[config.mk]
export PLATFORM = sky130hd
export DESIGN_NAME = fir_partly_serial
export DESIGN_NICKNAME = d
export VERILOG_FILES = /design/src/fir_pkg.sv /design/src/fir_partly_serial.sv /design/src/mac_partition.sv /design/src/tap_delay_line.sv /design/src/phase_ctrl.sv /design/src/vedic_mult.sv /design/src/ripple_adder.sv
export SDC_FILE = /design/constraint.sdc
export NUM_CORES = 2
export LEC_CHECK = 0
export ABC_AREA = 1
export BUFFER_PORTS_ARGS = -buffer_cell sky130_fd_sc_hd__buf_2
export CAP_MARGIN = 30
export CORE_ASPECT_RATIO = 0.7
export CORE_UTILIZATION = 60
export CTS_CLUSTER_DIAMETER = 100
export CTS_CLUSTER_SIZE = 30
export DETAILED_ROUTE_END_ITERATION = 16
export PLACE_DENSITY = 0.84
export SLEW_MARGIN = 20
export SYNTH_ARGS = -nofsm -noshare
export SYNTH_HDL_FRONTEND = slang
export SYNTH_SLANG_ARGS = --single-unit
[constraint.sdc]
create_clock -name clk -period 22.5 [get_ports clk]
set_input_delay 3.375 -clock clk [delete_from_list [all_inputs] [get_ports clk]]
set_output_delay 3.375 -clock clk [all_outputs]
set_load 0.02 [all_outputs]
[src/fir_pkg.sv]
package fir_pkg;

  ////////////////////
  // widths and tap counts
  localparam int sample_w      = 16;  // sfix16_En15 input
  localparam int coef_w        = 16;  // sfix16_En16 coefficient
  localparam int prod_w        = 32;  // sfix32_En31 full product
  localparam int acc_w         = 33;  // sfix33_En31 accumulator and output
  localparam int num_taps      = 8;
  localparam int num_parts     = 2;
  localparam int taps_per_part = 4;  // num_taps / num_parts

  ////////////////////
  // fixed-point types
  typedef logic signed [sample_w-1:0] sample_t;   // sfix16_En15
  typedef logic signed [coef_w-1:0]   coef_t;     // sfix16_En16
  typedef logic signed [prod_w-1:0]   product_t;  // sfix32_En31
  typedef logic signed [acc_w-1:0]    acc_t;      // sfix33_En31
  typedef logic [$clog2(taps_per_part)-1:0] phase_t;

  ////////////////////
  // symmetric coefficient set, tap order
  localparam coef_t coeffs [num_taps] = '{
    16'hDDBB,  // tap 0
    16'hEA8E,
    16'h33DB,
    16'h6808,
    16'h6808,  // tap 4, first tap of partition 1
    16'h33DB,
    16'hEA8E,
    16'hDDBB
  };

  ////////////////////
  // bundles
  typedef struct packed {
    phase_t count;  // current tap phase
    logic   load;   // sample taken this edge
    logic   start;  // accumulators restart this edge
  } phase_bus_t;

  // one selected tap per partition, index = partition number
  typedef struct packed {
    sample_t [num_parts-1:0] tap;
  } tap_pair_t;

endpackage
[src/fir_partly_serial.sv]
`timescale 1ns/1ps

// eight-tap FIR, two serial partitions of four taps each
module fir_partly_serial (
  input  logic             clk,
  input  logic             reset,
  input  logic             clk_enable,
  input  fir_pkg::sample_t filter_in,   // sfix16_En15
  output fir_pkg::acc_t    filter_out   // sfix33_En31
);

  fir_pkg::phase_bus_t                      phase;
  fir_pkg::tap_pair_t                       taps;
  fir_pkg::acc_t [fir_pkg::num_parts-1:0]   part_acc;   // per-partition sums
  fir_pkg::acc_t                            part_sum;   // both partitions added
  fir_pkg::acc_t                            final_sum;

  ////////////////////
  // control and delay line
  phase_ctrl u_phase (
    .clk        (clk),
    .reset      (reset),
    .clk_enable (clk_enable),
    .phase      (phase)
  );

  tap_delay_line u_line (
    .clk       (clk),
    .reset     (reset),
    .phase     (phase),
    .filter_in (filter_in),
    .taps      (taps)
  );

  ////////////////////
  // serial partitions
  mac_partition #(.part(0)) u_part0 (
    .clk        (clk),
    .reset      (reset),
    .clk_enable (clk_enable),
    .phase      (phase),
    .tap        (taps.tap[0]),
    .acc        (part_acc[0])
  );

  mac_partition #(.part(1)) u_part1 (
    .clk        (clk),
    .reset      (reset),
    .clk_enable (clk_enable),
    .phase      (phase),
    .tap        (taps.tap[1]),
    .acc        (part_acc[1])
  );

  ////////////////////
  // final sum and output register
  ripple_adder #(.width(fir_pkg::acc_w)) u_final_add (
    .a   (part_acc[0]),
    .b   (part_acc[1]),
    .sum (part_sum)
  );

  // partitions are complete one edge before start
  always_ff @(posedge clk or posedge reset) begin
    if (reset) begin
      final_sum <= '0;
    end else if (phase.start) begin
      final_sum <= part_sum;
    end
  end

  always_ff @(posedge clk or posedge reset) begin
    if (reset) begin
      filter_out <= '0;
    end else if (phase.load) begin
      filter_out <= final_sum;  // updates only with a new sample
    end
  end

endmodule

[src/mac_partition.sv]
`timescale 1ns/1ps

// one serial MAC partition, one tap per enabled cycle
module mac_partition #(
  parameter int part = 0
) (
  input  logic                clk,
  input  logic                reset,
  input  logic                clk_enable,
  input  fir_pkg::phase_bus_t phase,
  input  fir_pkg::sample_t    tap,
  output fir_pkg::acc_t       acc
);

  fir_pkg::coef_t               coef;      // coefficient for this phase
  logic [fir_pkg::sample_w-1:0] tap_mag;   // |tap|, 0x8000 stays exact
  logic [fir_pkg::coef_w-1:0]   coef_mag;  // |coef|
  logic [fir_pkg::prod_w-1:0]   mag_prod;  // unsigned core result
  logic [fir_pkg::prod_w-1:0]   neg_prod;  // two's complement of mag_prod
  logic                         prod_neg;  // operand signs differ
  fir_pkg::product_t            product;   // sfix32_En31
  fir_pkg::acc_t                prod_ext;  // product widened to sfix33_En31
  fir_pkg::acc_t                acc_sum;   // running sum plus product

  ////////////////////
  // coefficient select
  assign coef = fir_pkg::coeffs[part * fir_pkg::taps_per_part + int'(phase.count)];

  ////////////////////
  // signed multiply around the unsigned core
  assign prod_neg = tap[fir_pkg::sample_w-1] ^ coef[fir_pkg::coef_w-1];
  assign tap_mag  = tap[fir_pkg::sample_w-1] ? -tap : tap;
  assign coef_mag = coef[fir_pkg::coef_w-1] ? -coef : coef;

  vedic_mult #(.width(fir_pkg::sample_w)) u_mult (
    .a       (tap_mag),
    .b       (coef_mag),
    .product (mag_prod)
  );

  // invert and add one
  ripple_adder #(.width(fir_pkg::prod_w)) u_negate (
    .a   (~mag_prod),
    .b   ({{(fir_pkg::prod_w - 1){1'b0}}, 1'b1}),
    .sum (neg_prod)
  );

  assign product  = prod_neg ? neg_prod : mag_prod;
  assign prod_ext = {{(fir_pkg::acc_w - fir_pkg::prod_w){product[fir_pkg::prod_w-1]}}, product};

  ////////////////////
  // accumulator
  ripple_adder #(.width(fir_pkg::acc_w)) u_acc_add (
    .a   (prod_ext),
    .b   (acc),
    .sum (acc_sum)
  );

  always_ff @(posedge clk or posedge reset) begin
    if (reset) begin
      acc <= '0;
    end else if (clk_enable) begin
      if (phase.start) begin
        acc <= prod_ext;  // first tap of a new sample
      end else begin
        acc <= acc_sum;
      end
    end
  end

  // a disabled cycle leaves the running sum untouched
  a_acc_hold : assert property (
    @(posedge clk) disable iff (reset) !clk_enable |=> $stable(acc)
  );

endmodule

[src/tap_delay_line.sv]
`timescale 1ns/1ps

module tap_delay_line (
  input  logic                clk,
  input  logic                reset,
  input  fir_pkg::phase_bus_t phase,
  input  fir_pkg::sample_t    filter_in,
  output fir_pkg::tap_pair_t  taps
);

  // stage 0 holds the newest sample
  fir_pkg::sample_t [fir_pkg::num_taps-1:0] line;

  ////////////////////
  // shift register, advances once per sample
  always_ff @(posedge clk or posedge reset) begin
    if (reset) begin
      line <= '0;
    end else if (phase.load) begin
      line <= {line[fir_pkg::num_taps-2:0], filter_in};  // shift toward older stages
    end
  end

  ////////////////////
  // tap select, partition p reads stage p*4 + count
  always_comb begin
    for (int p = 0; p < fir_pkg::num_parts; p++) begin
      taps.tap[p] = line[p * fir_pkg::taps_per_part + int'(phase.count)];
    end
  end

endmodule

[src/phase_ctrl.sv]
`timescale 1ns/1ps

module phase_ctrl (
  input  logic                clk,
  input  logic                reset,
  input  logic                clk_enable,
  output fir_pkg::phase_bus_t phase
);

  fir_pkg::phase_t count;  // tap phase within one sample period

  // reset to the last phase so the first enabled edge loads a sample
  always_ff @(posedge clk or posedge reset) begin
    if (reset) begin
      count <= fir_pkg::phase_t'(fir_pkg::taps_per_part - 1);
    end else if (clk_enable) begin
      if (count == fir_pkg::phase_t'(fir_pkg::taps_per_part - 1)) begin
        count <= '0;  // wrap
      end else begin
        count <= count + 1'b1;
      end
    end
  end

  always_comb begin
    phase.count = count;
    phase.load  = clk_enable && (count == fir_pkg::phase_t'(fir_pkg::taps_per_part - 1));
    phase.start = clk_enable && (count == '0);
  end

  ////////////////////
  // a sample load and an accumulator restart never share an edge
  a_load_start_apart : assert property (
    @(posedge clk) disable iff (reset) !(phase.load && phase.start)
  );

endmodule

[src/vedic_mult.sv]
`timescale 1ns/1ps

// unsigned Urdhva multiplier, recursive down to a 2x2 cell
module vedic_mult #(
  parameter int width = 16
) (
  input  logic [width-1:0]   a,
  input  logic [width-1:0]   b,
  output logic [2*width-1:0] product
);

  localparam int half = width / 2;

  generate
    if (width == 2) begin : g_base
      ////////////////////
      // 2x2 cell, AND gates and two half adds
      logic pp_hl;     // a[1] & b[0]
      logic pp_lh;     // a[0] & b[1]
      logic pp_hh;     // a[1] & b[1]
      logic mid_cy;    // carry out of bit 1

      assign pp_hl = a[1] & b[0];
      assign pp_lh = a[0] & b[1];
      assign pp_hh = a[1] & b[1];

      assign product[0] = a[0] & b[0];
      assign product[1] = pp_hl ^ pp_lh;
      assign mid_cy     = pp_hl & pp_lh;
      assign product[2] = pp_hh ^ mid_cy;
      assign product[3] = pp_hh & mid_cy;
    end else begin : g_split
      ////////////////////
      // four half-size products
      logic [width-1:0]      q_ll;    // a lo * b lo
      logic [width-1:0]      q_hl;    // a hi * b lo
      logic [width-1:0]      q_lh;    // a lo * b hi
      logic [width-1:0]      q_hh;    // a hi * b hi
      logic [width-1:0]      sum_lo;  // q_hl + upper half of q_ll
      logic [width+half-1:0] sum_hi;  // q_lh + q_hh shifted up
      logic [width+half-1:0] sum_all;

      vedic_mult #(.width(half)) u_ll (.a(a[half-1:0]), .b(b[half-1:0]), .product(q_ll));
      vedic_mult #(.width(half)) u_hl (.a(a[width-1:half]), .b(b[half-1:0]), .product(q_hl));
      vedic_mult #(.width(half)) u_lh (.a(a[half-1:0]), .b(b[width-1:half]), .product(q_lh));
      vedic_mult #(.width(half)) u_hh (.a(a[width-1:half]), .b(b[width-1:half]),
                                       .product(q_hh));

      // cross terms and shifted partials, all sums exact at these widths
      ripple_adder #(.width(width)) u_add_lo (
        .a   ({{half{1'b0}}, q_ll[width-1:half]}),
        .b   (q_hl),
        .sum (sum_lo)
      );

      ripple_adder #(.width(width + half)) u_add_hi (
        .a   ({{half{1'b0}}, q_lh}),
        .b   ({q_hh, {half{1'b0}}}),
        .sum (sum_hi)
      );

      ripple_adder #(.width(width + half)) u_add_all (
        .a   ({{half{1'b0}}, sum_lo}),
        .b   (sum_hi),
        .sum (sum_all)
      );

      assign product = {sum_all, q_ll[half-1:0]};  // low bits pass straight through
    end
  endgenerate

endmodule

[src/ripple_adder.sv]
`timescale 1ns/1ps

// plain ripple-carry adder, carry-in tied low, carry-out dropped
module ripple_adder #(
  parameter int width = 4
) (
  input  logic [width-1:0] a,
  input  logic [width-1:0] b,
  output logic [width-1:0] sum
);

  logic [width-1:0] carry;  // carry into each bit

  assign carry[0] = 1'b0;

  genvar i;
  generate
    for (i = 0; i < width; i++) begin : g_fa
      logic half_sum;  // a xor b of this bit

      assign half_sum = a[i] ^ b[i];
      assign sum[i]   = half_sum ^ carry[i];

      // top bit forms no carry, result wraps at width
      if (i < width - 1) begin : g_carry
        assign carry[i+1] = (a[i] & b[i]) | (half_sum & carry[i]);
      end
    end
  endgenerate

endmodule

* Yosys cells after proc, flatten, opt, wreduce, memory -nomap -nowiden
Memories as Yosys holds them, arrays and structs flattened. Cells that the tools add are included.
Word-level totals: register bits after elaboration 262, bits in read-only memories 256, bits of input ports 19, output and inout port bits 33, logic and storage cells 4086, memories 2
Cells by class: reductions and logical operators 3, multiplexer cells 18, bitwise operators 4039, order comparisons 4, add/subtract/negate cells 6, equality and inequality tests 1
Memories:
- (no name shown) | depth 8, width 16, rd ports 1, clocked after memory_dff 0, write ports 0, RTL line mac_partition.sv:27 | assign coef = fir_pkg::coeffs[part * fir_pkg::taps_per_part + int'(phase.count)];
- (no name shown) | depth 8, width 16, rd ports 1, clocked after memory_dff 0, write ports 0, RTL line mac_partition.sv:27
Operators by type and width (count):
- $and 1x1->1 | 1997
- $xor 1x1->1 | 1621
- $or 1x1->1 | 415
- $mux 16 | 11
- $mux 33 | 2
- $ge 32x4->1 const B | 2
- $mux 32 | 2
- $neg 16->16 | 4
- $not 32->32 | 2
- $bmux 16 s3 | 1
- $bmux 16 s2 | 1
- $lt 32x5->1 const B | 1
- $not 2->32 | 1
- $not 4->32 | 1
- $add 3x2->4 const A | 1
- $lt 2x4->1 const B | 1
- $add 2x1->2 const B | 1
- $eq 2x2->1 const B | 1
- $logic_and 1x1->1 | 2
- $logic_not 2->1 | 1
- $mux 2 | 1
- $not 1->1 | 2

* Longest topological paths before layout
depth after elaboration 169, mapped depth 70, gate-level depth less buffers 67

* Modules after synthesis
From an unflattened synthesis, not the netlist that was laid out.
Second synthesis, totals: cells, all modules 5782, area, all modules 45762.6 µm²
Modules (own cells, without submodules):
- ripple_adder at u_part0.u_mult.g_split.u_hh.g_split.u_hh.g_split.u_add_all ... | area each 137.6 µm², instances 64, seq. area each 0.0 µm², cells an instance 15
- vedic_mult at u_part0.u_mult.g_split.u_hh.g_split.u_hh.g_split.u_hh ... | area each 55.1 µm², instances 128, seq. area each 0.0 µm², cells an instance 10
- tap_delay_line | area each 6010.8 µm², instances 1, seq. area each 3203.1 µm², cells an instance 787
- mac_partition at u_part1 | area each 2864.0 µm², instances 1, seq. area each 825.8 µm², cells an instance 472
- mac_partition at u_part0 | area each 2750.1 µm², instances 1, seq. area each 825.8 µm², cells an instance 474
- fir_partly_serial | area each 2631.3 µm², instances 1, seq. area each 1651.6 µm², cells an instance 281
- ripple_adder at u_part0.u_mult.g_split.u_hh.g_split.u_add_all ... | area each 260.2 µm², instances 9, seq. area each 0.0 µm², cells an instance 22
- ripple_adder at u_final_add ... | area each 678.2 µm², instances 3, seq. area each 0.0 µm², cells an instance 42
- ripple_adder at u_part0.u_mult.g_split.u_add_all ... | area each 498.0 µm², instances 4, seq. area each 0.0 µm², cells an instance 33
- ripple_adder at u_part0.u_mult.g_split.u_hh.g_split.u_hh.g_split.u_add_lo ... | area each 118.9 µm², instances 16, seq. area each 0.0 µm², cells an instance 19
- ripple_adder at u_part1.u_mult.g_split.u_hh.g_split.u_hh.g_split.u_add_lo ... | area each 116.4 µm², instances 16, seq. area each 0.0 µm², cells an instance 18
- ripple_adder at u_part1.u_mult.g_split.u_hh.g_split.u_add_hi ... | area each 257.7 µm², instances 7, seq. area each 0.0 µm², cells an instance 21
- ripple_adder at u_part0.u_mult.g_split.u_hh.g_split.u_add_lo ... | area each 180.2 µm², instances 4, seq. area each 0.0 µm², cells an instance 18
- ripple_adder at u_part1.u_mult.g_split.u_hh.g_split.u_add_lo ... | area each 177.7 µm², instances 4, seq. area each 0.0 µm², cells an instance 17
- 5 more rows

* Least setup slack after synthesis
No wires, ideal clock.
path type reg2reg, start point register u_phase.count[0], end point register u_part1.acc[32], required time 22382 ps, clock period less this slack 17984 ps, path slack 4516 ps, arrival time 17867 ps, path buffers 5, cell stages (with the launch flop) 63, cells stage by stage dfstp_2 inv_2 buf_2 buf_2 buf_1 ha_1 clkbuf_1 clkinv_1 clkbuf_1 nor2_1 ha_1 ha_1 ha_1 fa_1 inv_1 fa_1 fa_1 fa_1 [27 not listed] fa_1 fa_1 fa_1 fa_1 fa_1 fa_1 fa_1 fa_1 fa_1 fa_1 fa_1 fa_1 nand2_1 nand2_1 nor2_1 nand3_1 nand3_1 nand2_1
Between the ends: longest elaborated chain between the ends 86
RTL lines:
- from (decl) | RTL line phase_ctrl.sv:10 | fir_pkg::phase_t count;
- from (signal assigned) | RTL line phase_ctrl.sv:15 | count <= fir_pkg::phase_t'(fir_pkg::taps_per_part - 1);
- from (signal assigned) | RTL line phase_ctrl.sv:20 | count <= count + 1'b1;
- $add 3x2->4 | RTL line mac_partition.sv:27, tap_delay_line.sv:28
- $not 4->32 (not written as such) | RTL line mac_partition.sv:27
- $mem_v2 8x16
- $mux 16 (not written as such) (2 in series) | RTL line mac_partition.sv:27
- $neg 16->16 | RTL line mac_partition.sv:33 | assign coef_mag = coef[fir_pkg::coef_w-1] ? -coef : coef;
- $mux 16 | RTL line mac_partition.sv:33
- $and 1x1->1, on equally long branches | RTL line vedic_mult.sv:23, vedic_mult.sv:24
- $and 1x1->1 | RTL line vedic_mult.sv:29 | assign mid_cy = pp_hl & pp_lh;
- [69 not listed]
- $and 1x1->1 | RTL line ripple_adder.sv:26 | assign carry[i+1] = (a[i] & b[i]) | (half_sum & carry[i]);
- $or 1x1->1 | RTL line ripple_adder.sv:26
- $and 1x1->1 | RTL line ripple_adder.sv:26
- $or 1x1->1 | RTL line ripple_adder.sv:26
- $and 1x1->1 | RTL line ripple_adder.sv:26
- $or 1x1->1 | RTL line ripple_adder.sv:26
- $xor 1x1->1 | RTL line ripple_adder.sv:22 | assign sum[i] = half_sum ^ carry[i];
- $mux 33 * | RTL line mac_partition.sv:63 | if (phase.start) begin
- to (signal assigned) | RTL line mac_partition.sv:64 | acc <= prod_ext;
- to (signal assigned) | RTL line mac_partition.sv:66 | acc <= acc_sum;
- to (decl) | RTL line mac_partition.sv:12 | output fir_pkg::acc_t acc
Every way passes the cells marked *; elsewhere a longest branch is shown, timed or not. The select of a mux whose other input is x is not followed. A chain may end at the register's enable or synchronous reset.

* Worst setup path in the final report
start point register u_phase.count[0], end point register u_part0.acc[32]
Between the ends: longest elaborated chain between the ends 85
RTL lines (RTL line):
- $not 2->32 (not written as such) | mac_partition.sv:27
- $mem_v2 8x16
- $mux 16 (not written as such) (2 in series) | mac_partition.sv:27
- $neg 16->16 | mac_partition.sv:33
- $mux 16 | mac_partition.sv:33
- $and 1x1->1, on equally long branches | vedic_mult.sv:23, vedic_mult.sv:24
- $and 1x1->1 | vedic_mult.sv:29
- $and 1x1->1 or $xor 1x1->1 (tied branches) | vedic_mult.sv:31, vedic_mult.sv:30
- [68 not listed]
- $and 1x1->1 | ripple_adder.sv:26
- $or 1x1->1 | ripple_adder.sv:26
- $and 1x1->1 | ripple_adder.sv:26
- $or 1x1->1 | ripple_adder.sv:26
- $and 1x1->1 | ripple_adder.sv:26
- $or 1x1->1 | ripple_adder.sv:26
- $xor 1x1->1 | ripple_adder.sv:22
- $mux 33 * | mac_partition.sv:63
- to (signal assigned) | mac_partition.sv:64
- to (signal assigned) | mac_partition.sv:66
- to (decl) | mac_partition.sv:12
Marks and branches as above.

==> metrics.md <==
| Metric | Value |
|---|---|
| Status | `completed` |
| Drt first pass iters | `12` |
| Post-DP HPWL | `63.3 mm` |
| Wire per inst | `17.4 um` |
| CTS sink cnt | `262` |
| Seq/Total Area, Yosys | `0.197` |
| Yosys warning total | `0` |
| Maxcap violations | `0` |
| First-pass GRT wire length | `129 mm` |
| TritonCTS clock tree | `yes` |
| Asr flop ratio synth | `1.00` |
| Post-CTS resize count | `0` |
| Die H | `199 um` |
| Largest net degree at the start of global routing | `122` |
| Hold Fails Final Rpt | `0` |
| Synth Instances | `3810` |
| Number of I/O port buffers | `51` |
| Die ar. | `56600 um^2` |
| Cts bufs inserted | `13` |
| Max-slew headroom | `0.318` |
| Crit path max-delay family | `adder cells` |
| Crit. End Element | `flip-flop` |
| Predominant post-synthesis flop cell | `dfrtp_1` |
| Setup Fix Bufs, Post-CTS | `0` |
| RSZ-0062 raised after global routing | `false` |
| Worst min path class | `reg -> reg` |
| Layout cells sized above 1 | `0.0628` |
| F_max | `51.3 MHz` |
| Critical-path top delay cell | `xor2_1` |
| Clk root buf | `clkbuf_16` |
| Fin crit period | `19.48 ns` |
| WP buf/inv | `9` |
| EDFF count, synth | `0` |
| Maximum clock path buffer count | `3` |
| Final GP Congestion | `0.975` |
| CP required | `22.92 ns` |
| Synthesis-to-finish area growth | `3.92%` |
| Clock Skew | `0.0245 ns` |
| Core area | `54400 um^2` |
| Synth Cell Area | `33400 um^2` |
| Vias/cell | `5.39` |
| Max FO, Critical Path | `48` |
| Initial Util | `0.614` |
| CP Launch Type | `flip-flop` |
| Actual slew at the worst max-slew pin | `1.02 ns` |
| IO Count | `52` |
| Global Route Usage Sum | `0.288` |
| Row count | `71` |
| Final setup viols | `0` |
| Worst skew pair latency | `0.52 ns` |
| Die X | `284 um` |
| Mapped Nets | `4785` |
| Routed vias | `24.3k` |
| Final Max Tran Viols | `0` |
| Post-route ant nets | `0` |
| Gr ovfl total | `0` |
| Nets@finish | `4745` |
| Fin Setup TNS | `0 ns` |
| Final wirelength | `78.4 mm` |
| Most Frequent Cell on Critical Path | `fa_1` |
| #FFs+latches synth | `262` |
| Crit path largest cell delay | `0.81 ns` |
| Mean Syn Cell Area | `8.76 um^2` |
| 1st-iter DRT viols | `2214` |
| Setup Crit Path Kind | `reg -> reg` |
| # DRC | `0` |
| Initial antenna violation count | `0` |
| Number of global-route vias before repair | `24.8k` |
| Period Utilization, post-route | `0.866` |
| Post-CTS Hold Buffers | `0` |
| H-tree depth | `1` |
| Crit path DAT | `19.89 ns` |
| CTS clk-pin slew, worst paths | `0.12 ns` |
| Distinct cells, synth | `43` |
worst paths after layout:
path	startpoint	end	slack (ns)	cells after the start
worst max register to register	u_phase.count[0]	u_part0.acc[32]	3.02	60
worst min register to register	final_sum[0]	final_sum[0]	0.49	2
worst max-delay path	u_phase.count[0]	u_part0.acc[32]	3.02	60
max in group asynchronous	reset	final_sum[7]	18.24	4
worst min-delay path	final_sum[0]	final_sum[0]	0.49	2
min in group asynchronous	reset	filter_out[24]	2.94	2
layout by cell type, fill, tap and decap left out, types with 13 or more instances in the layout:
| cell | count |
|---|---|
| o21ai_0 | 172 |
| inv_1 | 958 |
| ha_1 | 493 |
| clkbuf_16 | 13 |
| fa_1 | 463 |
| inv_2 | 13 |
| dfrtp_1 | 260 |
| nand3_1 | 89 |
| o21ai_1 | 39 |
| mux2_2 | 33 |
| buf_4 | 37 |
| o221ai_1 | 13 |
| xor2_1 | 17 |
| xnor2_1 | 43 |
| nor2_2 | 44 |
| o22ai_1 | 15 |
| nor2_1 | 349 |
| nand2_1 | 481 |
| buf_2 | 51 |
| a21oi_1 | 108 |
synthesized netlist by cell type (15+ instances only):
master | n | area share
dfrtp_1 | 260 | 0.19
xor2_1 | 17 | 0.0045
a21oi_1 | 108 | 0.016
mux2_2 | 33 | 0.011
clkbuf_1 | 106 | 0.012
xnor2_1 | 43 | 0.011
fa_1 | 463 | 0.28
o21ai_1 | 39 | 0.0058
inv_1 | 959 | 0.11
nor2_2 | 44 | 0.0082
ha_1 | 493 | 0.18
nand2_1 | 483 | 0.054
nor2_1 | 349 | 0.039
o21ai_0 | 172 | 0.026
buf_2 | 23 | 0.0034
o22ai_1 | 15 | 0.0028
nand3_1 | 89 | 0.013
layout make-up:
class	instances	area, um^2
Timing Repair Buffer	94	676
Inverter	976	3670
Antenna cell	1	2.50
Clock buffer	15	333
Clock inverter	3	48.8
Sequential cell	262	6560
Fill cell	4283	19700
Tap cell	730	913
Multi-Input combinational cell	2423	22500
worst reg2reg max path: cells and delay by family, from the launching register on:
kind                       cells  cell delay, ns
DFF                            1            0.45
and+or+nand+nor               11            1.17
adders and majority gates     38           15.23
xor gates and xnor gates       1            0.81
AOI/OAI and AO/OA              1            0.28
buffers and inverters          9            1.46
sequential cells by signal, summed over array words and instances, names as in the netlist:
name	count
final_sum	33
u_line.line	128
u_part1.acc	33
filter_out	33
u_phase.count	2
u_part0.acc	33
through the flow:
stage,instances,hold WS [ns],setup WS [ns],utilization,instance area [um^2]
after floorplan,3810,0.445,4.52,-,33400
after global placement,4479,0.462,3.70,0.628,34200
after detailed placement,4481,0.465,3.13,0.629,34200
after CTS,4499,0.494,3.09,0.636,34600
after global routing,4503,0.515,2.23,0.638,34700
final,4504,0.489,3.02,0.638,34700
logic make-up (layout without fill, tap and decap cells):
family | after synthesis | after routing | share of synthesized area
AO/OA/AOI/OAI | 370 | 370 | 0.0598
XOR/XNOR | 61 | 61 | 0.0162
adder cells (fa/ha/maj) | 956 | 956 | 0.463
buffers and inverters | 1125 | 1088 | 0.130
flip-flops | 262 | 262 | 0.197
multiplexers | 33 | 33 | 0.0111
other | 0 | 1 | 0
AND/OR/NAND/NOR | 1003 | 1003 | 0.124
per-layer routing:
metal	track usage	vias to the layer above	part of all wire
li1	-	11400	-
met1	0.414	11800	0.44
met2	0.441	997	0.42
met3	0.0748	121	0.11
met4	0.0575	0	0.022
met5	0	-	0
Power is left out: the tool's default activity adds up to more than one toggle a clock period on the data nets, which glitch-free logic cannot reach.
